## src/hw/touch_macros.svh

```systemverilog
// Touch reader constants
`ifndef TOUCH_MACROS_SVH
`define TOUCH_MACROS_SVH

// Touch controller on the I2C bus
`define TOUCH_SLAVE_ADDR 7'h38

// First coordinate register, XH
`define TOUCH_REG_FIRST 8'h03

// XH, XL, YH, YL read per touch
`define TOUCH_REG_COUNT 4

// Data bits per I2C byte, ACK bit not counted
`define I2C_BYTE_BITS 8

// System clocks per SCL half period
// At least 2, so SDA can move one clock after SCL falls
`define SCL_HALF_CYCLES 2

`endif

```

## src/hw/i2c_pkg.sv

```systemverilog
// I2C bus types
package i2c_pkg;

`include "touch_macros.svh"

    // One byte as it travels on SDA, MSB first
    typedef logic [`I2C_BYTE_BITS-1:0] i2c_byte_t;

    // Operations the byte engine performs
    typedef enum logic [1:0] {
        I2C_START = 2'd0, // SDA falls while SCL high
        I2C_STOP  = 2'd1, // SDA rises while SCL high, bus left idle
        I2C_WRITE = 2'd2, // 8 bits out, ACK sampled from slave
        I2C_READ  = 2'd3  // 8 bits in, master ACK driven
    } i2c_cmd_t;

endpackage

```

## src/hw/touch_pkg.sv

```systemverilog
// Touch coordinate types
package touch_pkg;

`include "touch_macros.svh"

    // Coordinate bytes, MSB first, so XH lands in bits 7:0
    typedef struct packed {
        logic [`I2C_BYTE_BITS-1:0] yl; // Bits 31:24
        logic [`I2C_BYTE_BITS-1:0] yh;
        logic [`I2C_BYTE_BITS-1:0] xl;
        logic [`I2C_BYTE_BITS-1:0] xh; // Bits 7:0
    } coord_bytes_t;

    // Same 32 bits seen as one word or as four named bytes
    typedef union packed {
        logic [4*`I2C_BYTE_BITS-1:0] word; // Raw view for data_out
        coord_bytes_t                bytes; // Filled one read at a time
    } coord_word_u;

    // Register being read, offset from TOUCH_REG_FIRST
    typedef logic [$clog2(`TOUCH_REG_COUNT)-1:0] touch_reg_idx_t;

endpackage

```

## src/hw/i2c_byte_if.sv

```systemverilog
// Sequencer to byte engine link
`timescale 1ns/10ps

interface i2c_byte_if import i2c_pkg::*; ();

    // Request side, held stable until ready
    logic      valid;   // Command waiting
    i2c_cmd_t  cmd;     // What to do on the bus
    i2c_byte_t tx_byte; // Byte for I2C_WRITE
    logic      rd_ack;  // Master ACKs after I2C_READ when high

    // Engine side
    logic      ready;    // Engine idle, command taken when valid too
    logic      complete; // One cycle pulse at the end of a command
    i2c_byte_t rx_byte;  // Read data, valid with complete
    logic      ack_ok;   // Slave pulled SDA low on the ACK bit

    modport seq (
        output valid, cmd, tx_byte, rd_ack,
        input  ready, complete, rx_byte, ack_ok
    );

    modport engine (
        input  valid, cmd, tx_byte, rd_ack,
        output ready, complete, rx_byte, ack_ok
    );

endinterface

```

## src/hw/i2c_byte_engine.sv

```systemverilog
// I2C byte engine
`timescale 1ns/10ps
`include "touch_macros.svh"

module i2c_byte_engine import i2c_pkg::*; (
    input  logic       clk,
    input  logic       nRst,
    i2c_byte_if.engine bus,
    input  logic       sda_in,  // Resolved SDA line
    output logic       sda_out,
    output logic       sda_oeb, // 1 = released
    output logic       scl
);

    localparam int HALF = `SCL_HALF_CYCLES;
    localparam int BITS = `I2C_BYTE_BITS;
    localparam int PH_W = $clog2(HALF);
    localparam logic [PH_W-1:0] PH_LAST = PH_W'(HALF - 1);
    localparam logic [3:0] ACK_BIT = 4'(BITS); // Ninth slot of a byte

    logic            busy;       // Command running
    i2c_cmd_t        cmd_q;
    logic            rd_ack_q;
    i2c_byte_t       shift_q;    // Outgoing or incoming byte
    logic [PH_W-1:0] phase_cnt;  // Clock within half period
    logic            high_half;  // Second half of the bit period
    logic [3:0]      bit_cnt;    // 0..8, ACK slot last
    logic            complete_q;
    logic            ack_ok_q;

    logic is_byte;   // WRITE or READ
    logic last_bit;  // Final period of the command
    logic half_end;  // Last clock of a half period
    logic setup_pt;  // First clock of the low half, SDA may move after it
    logic ack_wait;  // Slave has not pulled SDA low yet

    assign is_byte  = (cmd_q == I2C_WRITE) || (cmd_q == I2C_READ);
    assign last_bit = is_byte ? (bit_cnt == ACK_BIT) : 1'b1; // START/STOP are one period
    assign half_end = (phase_cnt == PH_LAST);
    assign setup_pt = !high_half && (phase_cnt == '0);
    assign ack_wait = (cmd_q == I2C_WRITE) && (bit_cnt == ACK_BIT) && sda_in;

    assign bus.ready    = !busy;
    assign bus.complete = complete_q;
    assign bus.rx_byte  = shift_q;  // Holds the read byte once the shifts are done
    assign bus.ack_ok   = ack_ok_q;

    // Bit timing and line control
    always_ff @(posedge clk, negedge nRst) begin
        if (!nRst) begin
            busy       <= 1'b0;
            cmd_q      <= I2C_START;
            rd_ack_q   <= 1'b0;
            phase_cnt  <= '0;
            high_half  <= 1'b0;
            bit_cnt    <= '0;
            complete_q <= 1'b0;
            ack_ok_q   <= 1'b0;
            scl        <= 1'b1; // Idle bus
            sda_out    <= 1'b1;
            sda_oeb    <= 1'b1;
        end else begin
            complete_q <= 1'b0;
            if (!busy) begin
                if (bus.valid) begin // Accept, SCL left where it is
                    busy      <= 1'b1;
                    cmd_q     <= bus.cmd;
                    rd_ack_q  <= bus.rd_ack;
                    phase_cnt <= '0;
                    high_half <= 1'b0;
                    bit_cnt   <= '0;
                end
            end else begin
                phase_cnt <= half_end ? '0 : phase_cnt + 1'b1;

                // SDA moves one clock into the low half
                if (setup_pt) begin
                    case (cmd_q)
                        I2C_START: begin
                            sda_oeb <= 1'b0; // High first, falls mid period
                            sda_out <= 1'b1;
                        end
                        I2C_STOP: begin
                            sda_oeb <= 1'b0; // Low so it can rise with SCL high
                            sda_out <= 1'b0;
                        end
                        I2C_WRITE: begin
                            if (bit_cnt == ACK_BIT) begin
                                sda_oeb <= 1'b1; // Slave owns the ACK slot
                                sda_out <= 1'b1;
                            end else begin
                                sda_oeb <= 1'b0;
                                sda_out <= shift_q[BITS-1]; // MSB first
                            end
                        end
                        default: begin // I2C_READ
                            if (bit_cnt == ACK_BIT) begin
                                sda_oeb <= !rd_ack_q; // Master ACK is a driven low
                                sda_out <= !rd_ack_q;
                            end else begin
                                sda_oeb <= 1'b1; // Slave drives data
                                sda_out <= 1'b1;
                            end
                        end
                    endcase
                end

                // End of low half
                if (half_end && !high_half) begin
                    high_half <= 1'b1;
                    if (cmd_q == I2C_START) begin
                        sda_out <= 1'b0; // START condition, SCL still high
                    end else begin
                        scl <= 1'b1;
                    end
                end

                // End of high half, SDA sampled here
                if (half_end && high_half) begin
                    high_half <= 1'b0;
                    if (ack_wait) begin
                        // No ACK yet, SCL stays high and the slot repeats
                    end else if (last_bit) begin
                        busy       <= 1'b0;
                        complete_q <= 1'b1;
                        ack_ok_q   <= (cmd_q == I2C_WRITE) && !sda_in;
                        if (cmd_q == I2C_STOP) begin
                            sda_oeb <= 1'b1; // STOP condition, SCL stays high
                            sda_out <= 1'b1;
                        end else begin
                            scl <= 1'b0; // Held low until the next command
                        end
                    end else begin
                        scl     <= 1'b0;
                        bit_cnt <= bit_cnt + 1'b1;
                    end
                end
            end
        end
    end

    // Shift register
    always_ff @(posedge clk) begin
        if (!busy && bus.valid) begin
            shift_q <= bus.tx_byte;
        end else if (busy && half_end && high_half && is_byte && !last_bit) begin
            // Read shifts in SDA, write just moves the next bit up
            shift_q <= {shift_q[BITS-2:0], (cmd_q == I2C_READ) ? sda_in : 1'b0};
        end
    end

endmodule

```

## src/hw/touch_read_sequencer.sv

```systemverilog
// Touch coordinate read sequencer
`timescale 1ns/10ps
`include "touch_macros.svh"

module touch_read_sequencer import touch_pkg::*, i2c_pkg::*; (
    input  logic        clk,
    input  logic        nRst,
    i2c_byte_if.seq     bus,
    input  logic        touch_int_n, // Active low, falling edge starts a read
    output logic [31:0] data_out,
    output logic        done
);

    localparam touch_reg_idx_t IDX_LAST = touch_reg_idx_t'(`TOUCH_REG_COUNT - 1);
    localparam logic [2:0] STEP_READ = 3'd6;
    localparam logic [2:0] STEP_LAST = 3'd7; // Closing STOP

    typedef enum logic [1:0] {
        S_IDLE,  // Waiting for touch
        S_ISSUE, // Offering a command
        S_WAIT   // Command on the bus
    } seq_state_t;

    seq_state_t     state;
    logic [2:0]     step_q;  // Position in the write-then-read sequence
    touch_reg_idx_t idx_q;   // Register offset
    coord_word_u    word_q;  // Bytes gathered so far
    logic           int_q;
    logic           int_prev;
    logic           int_fall;

    i2c_cmd_t  cmd_sel;
    i2c_byte_t tx_sel;
    logic      step_ok;

    assign int_fall = int_prev && !int_q; // Level held low gives one pulse only

    // Command for each step, 12 protocol steps in 8 engine commands
    always_comb begin
        cmd_sel = I2C_START;
        tx_sel  = '0;
        case (step_q)
            3'd0, 3'd4: cmd_sel = I2C_START;
            3'd1: begin
                cmd_sel = I2C_WRITE;
                tx_sel  = {`TOUCH_SLAVE_ADDR, 1'b0}; // Address + W
            end
            3'd2: begin
                cmd_sel = I2C_WRITE;
                tx_sel  = `TOUCH_REG_FIRST + i2c_byte_t'(idx_q); // Register pointer
            end
            3'd5: begin
                cmd_sel = I2C_WRITE;
                tx_sel  = {`TOUCH_SLAVE_ADDR, 1'b1}; // Address + R
            end
            3'd6: cmd_sel = I2C_READ;
            default: cmd_sel = I2C_STOP; // Steps 3 and 7
        endcase
    end

    // Writes move on only when acknowledged
    assign step_ok = (cmd_sel != I2C_WRITE) || bus.ack_ok;

    assign bus.valid   = (state == S_ISSUE);
    assign bus.cmd     = cmd_sel;
    assign bus.tx_byte = tx_sel;
    assign bus.rd_ack  = 1'b1; // Every byte gets a master ACK

    always_ff @(posedge clk, negedge nRst) begin
        if (!nRst) begin
            state    <= S_IDLE;
            step_q   <= '0;
            idx_q    <= '0;
            int_q    <= 1'b1;
            int_prev <= 1'b1;
            done     <= 1'b0;
            data_out <= '0;
        end else begin
            int_q    <= touch_int_n;
            int_prev <= int_q;
            case (state)
                S_IDLE: begin
                    if (int_fall) begin // Edges during a read are ignored
                        state  <= S_ISSUE;
                        step_q <= '0;
                        idx_q  <= '0;
                        done   <= 1'b0;
                    end
                end
                S_ISSUE: begin
                    if (bus.ready) state <= S_WAIT; // Taken this cycle
                end
                default: begin // S_WAIT
                    if (bus.complete && step_ok) begin
                        if (step_q != STEP_LAST) begin
                            step_q <= step_q + 1'b1;
                            state  <= S_ISSUE;
                        end else if (idx_q != IDX_LAST) begin
                            idx_q  <= idx_q + 1'b1; // Next register
                            step_q <= '0;
                            state  <= S_ISSUE;
                        end else begin
                            data_out <= word_q.word; // Whole word at once
                            done     <= 1'b1;
                            state    <= S_IDLE;
                        end
                    end
                end
            endcase
        end
    end

    // Byte placement, XH lowest
    always_ff @(posedge clk) begin
        if (state == S_WAIT && bus.complete && step_q == STEP_READ) begin
            case (idx_q)
                2'd0:    word_q.bytes.xh <= bus.rx_byte;
                2'd1:    word_q.bytes.xl <= bus.rx_byte;
                2'd2:    word_q.bytes.yh <= bus.rx_byte;
                default: word_q.bytes.yl <= bus.rx_byte;
            endcase
        end
    end

endmodule

```

## src/hw/touch_i2c_top.sv

```systemverilog
// Touch I2C reader top
`timescale 1ns/10ps

module touch_i2c_top (
    input  logic        clk,
    input  logic        nRst,
    input  logic        sda_in,      // Resolved SDA line
    input  logic        touch_int_n, // Touch interrupt, active low
    output logic        sda_out,
    output logic        sda_oeb,     // 1 = SDA released
    output logic        scl,
    output logic [31:0] data_out,    // {YL, YH, XL, XH}
    output logic        done         // High while data_out holds a full touch
);

    // Command and result path between the two blocks
    i2c_byte_if byte_bus ();

    // Owns SCL and SDA
    i2c_byte_engine u_engine (
        .clk     (clk),
        .nRst    (nRst),
        .bus     (byte_bus.engine),
        .sda_in  (sda_in),
        .sda_out (sda_out),
        .sda_oeb (sda_oeb),
        .scl     (scl)
    );

    // Interrupt to coordinate word
    touch_read_sequencer u_seq (
        .clk         (clk),
        .nRst        (nRst),
        .bus         (byte_bus.seq),
        .touch_int_n (touch_int_n),
        .data_out    (data_out),
        .done        (done)
    );

endmodule

```

## config.mk

```make
export PLATFORM = sky130hd
export DESIGN_NAME = touch_i2c_top
export DESIGN_NICKNAME = d
export VERILOG_FILES = /design/src/hw/i2c_pkg.sv /design/src/hw/touch_pkg.sv /design/src/hw/i2c_byte_if.sv /design/src/hw/i2c_byte_engine.sv /design/src/hw/touch_read_sequencer.sv /design/src/hw/touch_i2c_top.sv
export VERILOG_INCLUDE_DIRS = /design/src /design/src/hw
export SDC_FILE = /design/constraint.sdc
export NUM_CORES = 1
export LEC_CHECK = 0
export ABC_AREA = 1
export BUFFER_PORTS_ARGS = -buffer_cell sky130_fd_sc_hd__buf_2
export CAP_MARGIN = 0
export CORE_MARGIN = 5
export CORE_UTILIZATION = 40
export DETAILED_ROUTE_END_ITERATION = 12
export PLACE_DENSITY = 0.58
export SYNTH_ARGS = -nofsm -noshare
export SYNTH_HDL_FRONTEND = slang
export SYNTH_HIERARCHICAL = 1
export SYNTH_SLANG_ARGS = --single-unit
```

## constraint.sdc

```tcl
create_clock -name clk -period 4.1 [get_ports clk]
set_input_delay 0.205 -clock clk [delete_from_list [all_inputs] [get_ports clk]]
set_output_delay 0.205 -clock clk [all_outputs]
set_load 0.005 [all_outputs]
```

Word level (Yosys, flattened, before mapping)
Cells that the tools add are included.
- input bits: 4
- output and inout port bits: 36
- bits in registers: 97
- word-level logic and storage cells: 181
- reductions and logical operators: 51
- mux-type cells: 70
- add/sub/neg operators: 5
- eq/ne operators: 24
- bitwise logic cells: 8
- operator list (operator ; count):
    $mux 1 ; 43
    $pmux 8 s3 ; 1
    $mux 4 ; 5
    $mux 2 ; 8
    $mux 8 ; 2
    $ne 2x2->1 const B ; 8
    $reduce_and 4->1 ; 4
    $logic_and 1x1->1 ; 15
    $mux 3 ; 4
    $reduce_and 2->1 ; 6
    $reduce_and 5->1 ; 2
    $eq 3x3->1 const B ; 3
    $eq 2x2->1 const B ; 4
    $not 1->1 ; 8
    $pmux 2 s2 ; 2
    $reduce_bool 2->1 ; 4
    $eq 2x1->1 const B ; 3
    $logic_not 1->1 ; 6
    $logic_not 2->1 ; 3
    $ne 3x3->1 const B ; 2
    $pmux 2 s3 ; 1
    $pmux 3 s2 ; 1
    $reduce_bool 3->1 ; 2
    $reduce_or 2->1 ; 3
    15 further kinds ; 18

Depth between registers and ports, before layout
Gate-level depths: netlist of the first run.
- word-level depth: 10
- gate-level depth with buffers: 10
- gate-level depth less buffers: 10

Cells and area by module
Netlist of the first run, hierarchy kept.
- modules (own cells, without submodules) (module ; times used ; sequential area each (µm²) ; area each (µm²) ; cells each):
    touch_read_sequencer ; 1 ; 2014.4 ; 3090.5 ; 268
    i2c_byte_engine ; 1 ; 619.3 ; 1152.4 ; 130

Worst setup path before layout of the first run
Ideal clock, no wire load.
- kind: flip-flop to flip-flop
- start: reg u_seq.step_q[0]
- end: reg u_seq/word_q[16] (netlist name) (enable)
- buffers on the path: 0
- required time: 3729 ps
- period minus slack after synthesis: 1678 ps
- library setup time: 371 ps
- setup slack: 2422 ps
- cell stages (with the launch flop): 7
- arrival time: 1308 ps
- cells stage by stage: dfrtp_1 -> inv_1 -> ha_1 -> nand2_1 -> inv_1 -> nand4_1 -> nor2_1
- cells in the longest elaborated chain, start to end: 3
- RTL lines (item ; RTL line ; source):
    from (decl) ; touch_read_sequencer.sv:25 ; logic [2:0] step_q;
    from (signal assigned) ; touch_read_sequencer.sv:96 ; step_q <= step_q + 1'b1;
    $eq 3x3->1 ; touch_read_sequencer.sv:115 ; if (state == S_WAIT && bus.complete && step_q == STEP_READ) begin
    $logic_and 1x1->1 ; touch_read_sequencer.sv:115 ;
    $reduce_and 2->1 (no line) ; - ;
    to (decl) ; touch_read_sequencer.sv:27 ; coord_word_u word_q;
No other way between the ends.
A chain may end at the register's enable or synchronous reset.

Worst setup path in the final report of the first run
- start: reg u_seq.step_q[0]
- end: reg u_seq.data_out[31]
- cells in the longest elaborated chain, start to end: 7
- elaborated cells between the ends (all ways): 15
- classes of those cells: eq/ne (7); mux (1); bitwise (1); reduce/logical (6)
- RTL lines (item ; RTL line ; source):
    $eq 3x1->1, or another cell as far along ; touch_read_sequencer.sv:42 ; case (step_q)
    $reduce_or 3->1 (no line) / $reduce_or 2->1 (equally long branches) ; - ;
    $pmux 2 s3 ; touch_read_sequencer.sv:42 ;
    $ne 2x2->1 ; touch_read_sequencer.sv:62 ; assign step_ok = (cmd_sel != I2C_WRITE) || bus.ack_ok;
    $logic_or 1x1->1 ; touch_read_sequencer.sv:62 ;
    $logic_and 1x1->1 ; touch_read_sequencer.sv:94 ; if (bus.complete && step_ok) begin
    $reduce_and 4->1 (no line) (*) ; - ;
    to (signal assigned) ; touch_read_sequencer.sv:103 ; data_out <= word_q.word;
    to (decl) ; touch_read_sequencer.sv:10 ; output logic [31:0] data_out,
Mark *: on every way between the ends. The rest lies on a longest branch, timed or not.

==> results of run 1 <==
## state kept, by name (all words and copies together), names as in the netlist
register and cells:
u_engine/bit_cnt 4, u_engine/cmd_q 2, u_engine/busy 1, u_seq/done 1, u_seq/idx_q 2, u_engine/bus.complete 1, u_seq/word_q 32, u_engine/rd_ack_q 1
u_engine/scl 1, u_seq/int_q 1, u_engine/bus.ack_ok 1, u_engine/sda_oeb 1, u_seq/state 2, u_seq/int_prev 1, u_seq/step_q 3, u_seq/data_out 32
u_engine/high_half 1, u_engine/bus.rx_byte 8, u_engine/half_end 1, u_engine/sda_out 1
## repair_timing
item | CTS | global route
hold endpoints to repair | 1 | 0
hold buffers | 1 | 0
endpoints found under the setup margin | 0 | 0
## routing by layer
metal,vias to the layer above,part of all wire,routed length [um]
li1,1325,-,-
met1,1204,0.47,3300
met2,46,0.47,3340
met3,6,0.049,345
met4,0,0.0075,53
met5,-,0,0
## cell usage in the layout (no fill, tap or decap), types with 3 or more instances in the layout
cell type	instances
nand2_1	108
inv_1	63
dfrtp_1	52
edfxtp_1	40
buf_2	39
o21ai_2	23
nor2_1	17
ha_1	11
o21ai_1	10
clkbuf_8	9
nand3_1	9
o21ai_0	8
nand4_1	6
dfstp_2	5
nor2_4	4
nand3_2	3
conb_1	3
## cells in the mapped netlist (3+ instances only)
cell type | number | share of area
o21ai_1 | 10 | 0.012
nand4_1 | 6 | 0.0088
dfstp_2 | 5 | 0.031
buf_6 | 7 | 0.019
nor2_1 | 17 | 0.015
o21ai_0 | 8 | 0.0094
ha_1 | 11 | 0.032
o21ai_2 | 23 | 0.047
nand2_1 | 108 | 0.096
inv_1 | 63 | 0.056
edfxtp_1 | 40 | 0.28
buf_4 | 6 | 0.011
dfrtp_1 | 52 | 0.31
nor2_4 | 4 | 0.011
nand3_1 | 9 | 0.011
nand3_2 | 3 | 0.0071
## logic make-up (layout without fill, tap and decap cells)
logic type,Yosys count,in the layout,share of synthesized area
xor gates and xnor gates,1,1,0.00206
DFF,97,97,0.621
AOI/OAI and AO/OA,50,50,0.0864
adders and majority gates,11,11,0.0324
other,2,3,0.00177
and+or+nand+nor,155,155,0.164
buffers and inverters,82,124,0.0929
## worst register-to-register path, delay by kind of cell (launching register included)
kind / cells / cell delay [ps]
compound gates: 1 / 70
fa+ha+maj: 2 / 370
buf+inv: 1 / 100
flops: 1 / 440
simple gates: 3 / 1200
## area by class of cell
| type | count | area, sq um | share of cell area |
|---|---|---|---|
| Clock inverter | 5 | 42.5 | 0.00905 |
| Sequential cell | 97 | 2630 | 0.560 |
| Inverter | 67 | 262 | 0.0556 |
| Clock buffer | 11 | 153 | 0.0325 |
| Multi-Input combinational cell | 220 | 1230 | 0.261 |
| Timing Repair Buffer | 41 | 213 | 0.0452 |
| Tap cell | 136 | 170 | 0.0362 |
## how the worst min path moves through the flow
stage | endpoint | cells after the start
global route | u_seq/data_out[5] | 2
detailed placement | u_seq/int_q | 1
floorplan | u_engine/bit_cnt[0] | 0
global placement | u_seq/int_q | 1
finish | u_seq/data_out[5] | 2
CTS | u_seq/data_out[5] | 2
## per-stage QoR
stage | hold WS (ps) | total power, uW
floorplan | -90.6 | 1790
global placement | 310 | 1930
detailed placement | 311 | 1940
CTS | 1.17 | 2560
global route | 44.9 | 2710
finish | -27.1 | 2520
## power groups by stage
stage | Sequential, uW | Combinational (uW) | Clock (uW)
after floorplan | 1280 | 507 | 0
after global placement | 1350 | 580 | 0
after detailed placement | 1350 | 588 | 0
after CTS | 1330 | 591 | 633
after global routing | 1350 | 684 | 673
final | 1330 | 584 | 607
==> reports/qor.txt, run 1 <==
Status -> complete, but fails checks
Failing checks -> hold timing
Average wire per standard cell -> 12.2 um
Tcrit/Tclk final -> 0.564
Maximum VDD drop -> 275 uV
Logic pwr share -> 0.232
Area after DPL -> 4500 sq um
Initial drt markers -> 184
Cts bufs inserted -> 9
Crit path max-delay cell type -> nand4_4
Switching Fraction -> 0.347
Core Util, Final -> 0.455
I/O Pins -> 40
Met1 GRT Util -> 0.154
First-pass GRT wire length -> 12,300 um
GR Overflow Total -> 0
Critical path peak fanout -> 65
Core area -> 10,300 sq um
Post-synth top flop -> dfrtp_1
Clock skew -> 13.8 ps
Vias -> 2,581
Final WS setup -> 1790 ps
EDFF count, synth -> 40
Crit path capture -> u_seq/data_out[31]
Critical Path AT -> 2550 ps
Leakage -> 0.00230 uW
Mapped cell area -> 4240 sq um
Drt via density -> 4.47
Post-synthesis cell type count -> 37
IO Port Bufs -> 39
Worst reg2reg endpoint -> u_seq/data_out[31]
Root Driver -> clkbuf_8
Placed wire-length estimate -> 4830 um
Post-Route Setup TNS -> 0 ps
Cell area after layout -> 4700 sq um
# setup viols final -> 0
CP Depth -> 7
Cells after DPL -> 560
Setup CP Type -> register to register
Die H -> 113 um
CTS tree -> yes
Pre-CTS worst setup slack -> 1770 ps
Syn Inst Count -> 398
Row Count -> 37
R2R depth -> 7
Max Cap Viol -> 0
Antenna Cells -> 0
Min Tclk post-route -> 2310 ps
Share of cells above drive strength 1 -> 0.229
CP delay by family, top -> simple AND/OR/NAND/NOR gates
Worst Setup End Kind -> register
Worst hold path class -> primary input to async pin
Total die area -> 12,800 sq um
Clock slew at reported path FFs -> 100 ps
P_int -> 1650 uW
Crit path buffers/inverters -> 1
Crit start category -> register
Critical Path RT -> 4330 ps
Clk pwr share -> 0.241
Synth warn -> 6
Worst skew pair latency -> 360 ps
Grt peak-use layer -> met2
M3 GR Usage -> 0.0369
Max-slew headroom -> 0.325
Worst Tran Pin Value -> 1010 ps
Unrepaired setup endpoints after global routing -> false
Reg power frac -> 0.527
Largest stage delay, worst path -> 760 ps
Clock Sinks -> 97
Antenna Violating Nets Remaining -> 0
Setup Fix Bufs, Post-CTS -> 0
Crit path launch -> u_seq/step_q[0]
Area Overhead vs Synth -> 10.8%
Final Max Tran Viols -> 0
Crit path cell chain -> ha_1 -> ha_1 -> nand2_1 -> clkinv_1 -> nand4_4 -> nand2_1 -> o21ai_2
Post-Layout Cell Count -> 577
Fmax -> 0.432 GHz
Reg-to-reg startpoint -> u_seq/step_q[0]
Post-synthesis sequential area ratio -> 0.621
Die W -> 113 um
Pre-antenna DRT Iters -> 4
Final #Nets -> 451
Net Sw Power -> 873 uW
Synth Register Bits -> 97
GRT Resource Usage Total -> 0.120
Gpl congestion -> 0.789
Post_cts resized -> 0
Largest net degree at the start of global routing -> 66
Initial core utilization -> 0.411
Clock buffer depth -> 2
Filler cells -> 981
Fraction of registers with async set or reset after synthesis -> 0.588
Vias in the first global route -> 2,538
Final hold violations -> 23
Worst hold slack -> -27.1 ps
Post-synthesis area per instance -> 10.7 sq um
Antenna violations before repair -> 0
WL final -> 7040 um
Post-route DRC -> 0
H-Tree Depth -> 3
Cell area power density -> 536 nW/um^2
R2R setup slack -> 1790 ps
Met2 usage -> 0.196
No activity file was read; power rests on OpenSTA's default activity.
==> inputs of run 2 (changes only) <==
Settings changed: PLACE_DENSITY 0.58 to 0.6.
Clock period 4.1 ns to 2 ns, I/O delays scaled along.
==> run 2 against run 1 <==
Compared with the run above:
- power grew 110%
- combinational power grew 110%
- clock skew fell by 3.4 ps
- the run now ends clean
- sequential share of layout area down 1.1 points
- die area unchanged
- largest cell class unchanged
- critical path type unchanged
- register-to-register slack worse by 1600 ps
- setup slack worse by 1600 ps
- wire length rose by 3.4%
- first-iteration DRC count down 36%
==> reports/qor.txt, run 2 (synthesized netlist as in run 1, its figures left out) <==
IO Port Bufs -> 39 (unchanged)
Final Max Tran Viols -> 0 (unchanged)
Largest net degree at the start of global routing -> 32 (-52%)
Worst Tran Pin Value -> 620 ps (-393 ps)
Uppermost layer routed -> met4
Status -> finished, final reports clean
Largest stage delay, worst path -> 450 ps (-310 ps)
CP delay by family, top -> flip-flops
Cts bufs inserted -> 9 (unchanged)
Clk pwr share -> 0.240 (about the same)
Share of cells above drive strength 1 -> 0.246 (+0.0171)
Root Driver -> clkbuf_8
Min Tclk post-route -> 1820 ps (-495 ps)
CTS tree -> yes
GRT Resource Usage Total -> 0.123 (+0.00360)
Worst Setup End Kind -> register
Tcrit/Tclk final -> 0.909 (+0.345)
Critical path peak fanout -> 17 (-74%)
Final #Nets -> 461 (+2.2%)
Placed wire-length estimate -> 5190 um (+7.5%)
Antenna Cells -> 0 (unchanged)
Most frequent cells in the layout -> nand2_1 (108), inv_1 (63), dfrtp_1 (52)
Area after DPL -> 4580 sq um (+1.8%)
Clock skew -> 10.4 ps (-3.37 ps)
Leakage -> 0.00236 uW (+2.6%)
Final hold violations -> 0 (-100%)
Antenna violations before repair -> 0 (unchanged)
Vias -> 2,636 (+2.1%)
Critical Path RT -> 2300 ps (-2030 ps)
Net Sw Power -> 1830 uW (+110%)
Clock buffer depth -> 2 (unchanged)
WL met2 -> 3480 um (+4.0%)
Gpl congestion -> 0.805 (+2.1%)
GR Overflow Total -> 0 (unchanged)
Maximum VDD drop -> 771 uV (+180%)
Crit start category -> register
Area Overhead vs Synth -> 13.0%
Initial core utilization -> 0.411 (unchanged)
Post-route DRC -> 0 (unchanged)
Post-Route Setup TNS -> 0 ps (unchanged)
Max Cap Viol -> 0 (unchanged)
Die H -> 113 um (unchanged)
Wire length on met1 -> 3330 um (+0.91%)
Drt via density -> 4.49 (+0.39%)
Row Count -> 37 (unchanged)
Pre-antenna DRT Iters -> 4 (unchanged)
# setup viols final -> 0 (unchanged)
Setup CP Type -> register to register
Filler cells -> 979 (-0.20%)
Max-slew headroom -> 0.587 (+0.262)
I/O Pins -> 40 (unchanged)
Antenna Violating Nets Remaining -> 0 (unchanged)
Crit path buffers/inverters -> 2 (+1)
Vias in the first global route -> 2,559 (+0.83%)
Crit path max-delay cell type -> dfrtp_1
WL final -> 7280 um (+3.4%)
Leading cell type in the layout, fill and taps excluded -> nand2_1
H-Tree Depth -> 3 (unchanged)
Critical Path AT -> 2120 ps (-430 ps)
Crit path cell chain -> ha_1 -> ha_1 -> nand2_1 -> clkinv_1 -> nand4_4 -> buf_4 -> nand2_1 -> o21ai_2
WL met3 -> 366 um (+6.1%)
Die W -> 113 um (unchanged)
Worst hold path class -> primary input to register
Reg power frac -> 0.527 (about the same)
Cell area after layout -> 4800 sq um (+2.0%)
P_int -> 3350 uW (+100%)
Average wire per standard cell -> 12.4 um (+1.6%)
Logic pwr share -> 0.233 (about the same)
Total die area -> 12,800 sq um (unchanged)
Clock slew at reported path FFs -> 90 ps (about the same)
Unrepaired setup endpoints after global routing -> false
Core area -> 10,300 sq um (unchanged)
Initial drt markers -> 117 (-36%)
First-pass GRT wire length -> 12,400 um (+0.95%)
Fmax -> 0.550 GHz (+27%)
Clock Sinks -> 97 (unchanged)
Worst skew pair latency -> 370 ps (about the same)
Cell area power density -> 1080 nW/um^2 (+100%)
Switching Fraction -> 0.354 (+0.00711)
## run 2: changes by cell type in the layout (fill, tap and decap cells not counted)
cell           change
buf_4              +7
buf_12             +1
buf_6              +1
clkbuf_1           -1
clkbuf_16          -1
clkbuf_8           +1
clkinv_4           -1
clkinv_8           +1
dlygate4sd3_1      +1
inv_6              +1
## run 2: final timing paths
check / depth (start not counted) / endpoint / slack, ps / start
min reg2reg: 0 / u_seq/int_prev / 370 / u_seq/int_q
min in group asynchronous: 2 / u_seq/data_out[5] / 260 / nRst
max: 8 / u_seq/data_out[7] / 180 / u_seq/step_q[0]
max reg2reg: 8 / u_seq/data_out[7] / 180 / u_seq/step_q[0]
max in group asynchronous: 3 / u_engine/sda_oeb / 1070 / nRst
min: 4 / u_engine/bus.ack_ok / 50 / sda_in
## run 2: cell type report
type / instances / area [sq um] / share of cell area
clock buffers: 10 / 138 / 0.0287
clock inverters: 6 / 58.8 / 0.0123
inverters: 67 / 262 / 0.0545
multi-input cells: 220 / 1230 / 0.256
flip-flops and latches: 97 / 2630 / 0.549
well taps: 136 / 170 / 0.0355
repair buffers: 51 / 307 / 0.0639
## run 2: routing by layer
layer,track usage,vias to the layer above
li1,-,1349
met1,0.152,1228
met2,0.200,45
met3,0.0380,14
met4,0.0545,0
met5,0,-
## run 2: tightest hold or removal path, stage by stage
cell and delay [ps]:
buf_2 90, inv_1 60, nand2_1 60, o21ai_0 70
## run 2: power by group through the flow
stage	Combinational (uW)	Clock (uW)	Sequential, uW
floorplan	1040	0	2630
global placement	1190	0	2770
detailed placement	1220	0	2780
CTS	1230	1310	2740
global route	1410	1400	2790
finish	1210	1240	2730
## run 2: timing repair
item                                    in CTS  in global routing
buffers inserted                             0                  0
endpoints found under the hold margin       27                  0
resized for setup                            0                  1
endpoints found under the setup margin       0                  2
hold buffers                                 2                  0
## run 2: metrics by stage
stage / worst slack (ps) / util / power, uW / instances / hold WS [ps]
final: 183 / 0.465 / 5190 / 587 / 51.1
after global routing: 19.8 / 0.465 / 5600 / 587 / 66.2
after CTS: 113 / 0.464 / 5280 / 587 / 22.4
after detailed placement: 140 / 0.443 / 3990 / 569 / 158
after floorplan: 322 / - / 3670 / 399 / -196
after global placement: 199 / 0.443 / 3960 / 569 / 156
==> inputs of run 3 (changes only) <==
Settings changed: CELL_PAD_IN_SITES_DETAIL_PLACEMENT set to 0, CELL_PAD_IN_SITES_GLOBAL_PLACEMENT set to 1, CORE_ASPECT_RATIO set to 1.75, PLACE_DENSITY 0.6 to 0.72.
==> run 3 against run 2 <==
Compared with the run above:
- sequential cell count did not move
- critical path depth stayed put
- maximum frequency is 0.26% lower
- worst hold slack improved by 32 ps
- clock-buffer cell count down 1
- combinational power increased by 3%
- clock power increased by 42%
- clock skew is essentially flat
- die area increased by 0.64%
- via count up 0.53%
- critical endpoint is now u_seq/data_out[8]
- highest routed layer unchanged
==> reports/qor.txt, run 3 (synthesized netlist as in run 1, its figures left out) <==
Area after DPL -> 4580 sq um (about the same)
Final #Nets -> 461 (unchanged)
CTS tree -> yes
Cts bufs inserted -> 9 (unchanged)
Core area -> 10,400 sq um (+0.36%)
Average wire per standard cell -> 13.1 um (+5.3%)
Clock Sinks -> 97 (unchanged)
Net Sw Power -> 1890 uW (+3.1%)
Crit start category -> register
GR Overflow Total -> 0 (unchanged)
I/O Pins -> 40 (unchanged)
Hold_buf cts -> 2 (unchanged)
Tcrit/Tclk final -> 0.911 (+0.00240)
Row Count -> 49 (+32%)
Maximum VDD drop -> 600 uV (-22%)
Worst Setup End Kind -> register
Fmax -> 0.549 GHz (-0.26%)
Drt via density -> 4.58 (+2.1%)
Initial core utilization -> 0.409 (-0.00149)
Cell area power density -> 1170 nW/um^2 (+8.2%)
Max Cap Viol -> 0 (unchanged)
Vias -> 2,650 (+0.53%)
Clk pwr share -> 0.307 (+0.067)
Clock slew at reported path FFs -> 70 ps (-20 ps)
Antenna Violating Nets Remaining -> 0 (unchanged)
First-pass GRT wire length -> 13,200 um (+6.3%)
Root Driver -> clkbuf_16
Critical Path AT -> 2100 ps (-20 ps)
Placed wire-length estimate -> 5620 um (+8.2%)
Setup Fix Bufs, Post-CTS -> 0 (unchanged)
Largest net degree at the start of global routing -> 38 (+19%)
Crit path cell chain -> ha_1 -> ha_1 -> nand2_1 -> clkinv_1 -> nand4_4 -> buf_4 -> nand2_1 -> o21ai_2
H-Tree Depth -> 3 (unchanged)
Die H -> 146 um (+29%)
Post-Route Setup TNS -> 0 ps (unchanged)
Total die area -> 12,800 sq um (+0.64%)
Most frequent cells in the layout -> nand2_1 (108), inv_1 (63), dfrtp_1 (52)
Final Max Tran Viols -> 0 (unchanged)
Cell area after layout -> 4900 sq um (+2.3%)
Final hold violations -> 0 (unchanged)
Post_cts resized -> 0 (unchanged)
Gpl congestion -> 0.803 (-0.27%)
Clock skew -> 10.3 ps (-0.0421 ps)
Initial drt markers -> 109 (-6.8%)
Logic pwr share -> 0.218 (-0.015)
PnR Total Power -> 5740 uW (+11%)
Core Util, Final -> 0.473 (+0.00882)
Clock buffer depth -> 2 (unchanged)
Post-route DRC -> 0 (unchanged)
Worst hold path class -> primary input to register
Vias in the first global route -> 2,753 (+7.6%)
Switching Fraction -> 0.330 (-0.0241)
Leading cell type in the layout, fill and taps excluded -> nand2_1
Critical Path RT -> 2270 ps (-30 ps)
Critical path peak fanout -> 15 (-2)
IO Port Bufs -> 39 (unchanged)
Worst skew pair latency -> 350 ps (-20 ps)
# setup viols final -> 0 (unchanged)
Area Overhead vs Synth -> 15.6%
Leakage -> 0.00241 uW (+2.0%)
Max-slew headroom -> 0.589 (+0.00231)
Share of cells above drive strength 1 -> 0.246 (unchanged)
Min Tclk post-route -> 1820 ps (+4.79 ps)
Largest stage delay, worst path -> 450 ps (about the same)
Setup CP Type -> register to register
Die W -> 87.9 um (-22%)
WL final -> 7550 um (+3.7%)
Worst Tran Pin Value -> 616 ps (-3.47 ps)
Filler cells -> 1,020 (+4.2%)
Status -> finished, final reports clean
Antenna Cells -> 0 (unchanged)
Antenna violations before repair -> 0 (unchanged)
Unrepaired setup endpoints after global routing -> false
Crit path max-delay cell type -> dfrtp_1
GRT Resource Usage Total -> 0.135 (+0.0113)
Reg power frac -> 0.476 (-0.051)
P_int -> 3850 uW (+15%)
Pre-antenna DRT Iters -> 4 (unchanged)
==> run 3: cell count changes in the layout (fill, tap and decap cells not counted) <==
cell and change:
inv_4 -1, clkinvlp_4 +1, clkbuf_16 +9, inv_6 +1, buf_12 +1, bufinv_16 +1, clkinv_8 -1, clkbuf_8 -10
buf_6 -1
==> run 3: final cells by class <==
class                   instances  area, sq um  area share
flip-flops and latches         97         2630       0.537
multi-input cells             220         1230       0.250
repair buffers                 51          315      0.0643
inverters                      67          262      0.0533
clock buffers                   9          225      0.0459
well taps                     127          159      0.0324
clock inverters                 7         82.6      0.0168
==> run 3: per-stage QoR <==
stage,cells,worst slack (ps),hold slack [ps]
4_1_cts,578,173,69.8
3_3_place_gp,560,284,158
2_1_floorplan,399,322,-196
6_report,578,178,83.0
5_1_grt,578,59.5,138
3_5_place_dp,560,213,155
==> run 3: power groups by stage <==
stage | logic (uW) | registers, uW | clock network [uW]
final | 1250 | 2730 | 1760
after global routing | 1480 | 2770 | 1920
after CTS | 1280 | 2730 | 1820
after detailed placement | 1270 | 2770 | 0
after global placement | 1250 | 2760 | 0
after floorplan | 1040 | 2630 | 0
==> run 3: path summary, 6_finish.rpt <==
path | startpoint | to | slack (ps) | cells past startpoint
worst max register to register | u_seq/step_q[0] | u_seq/data_out[8] | 180 | 8
max in group asynchronous | nRst | u_engine/sda_out | 1040 | 3
worst min register to register | u_seq/int_q | u_seq/int_prev | 370 | 0
min in group asynchronous | nRst | u_seq/done | 300 | 2
worst min-delay path | sda_in | u_engine/bus.ack_ok | 80 | 4
worst max-delay path | u_seq/step_q[0] | u_seq/data_out[8] | 180 | 8
==> run 3: per-layer routing <==
layer	wire length (um)	track usage	up-vias	part of all wire
li1	-	-	1353	-
met1	2860	0.148	1236	0.38
met2	4150	0.236	48	0.55
met3	345	0.0366	13	0.046
met4	184	0.0584	0	0.024
met5	0	0	-	0
==> run 3: critical path, delay by kind of cell, from the launching register on <==
| kind | cells | cell delay, ps |
|---|---|---|
| AND/OR/NAND/NOR | 3 | 380 |
| adder cells (fa/ha/maj) | 2 | 460 |
| flip-flops | 1 | 450 |
| AO/OA/AOI/OAI | 1 | 60 |
| buffers and inverters | 2 | 390 |
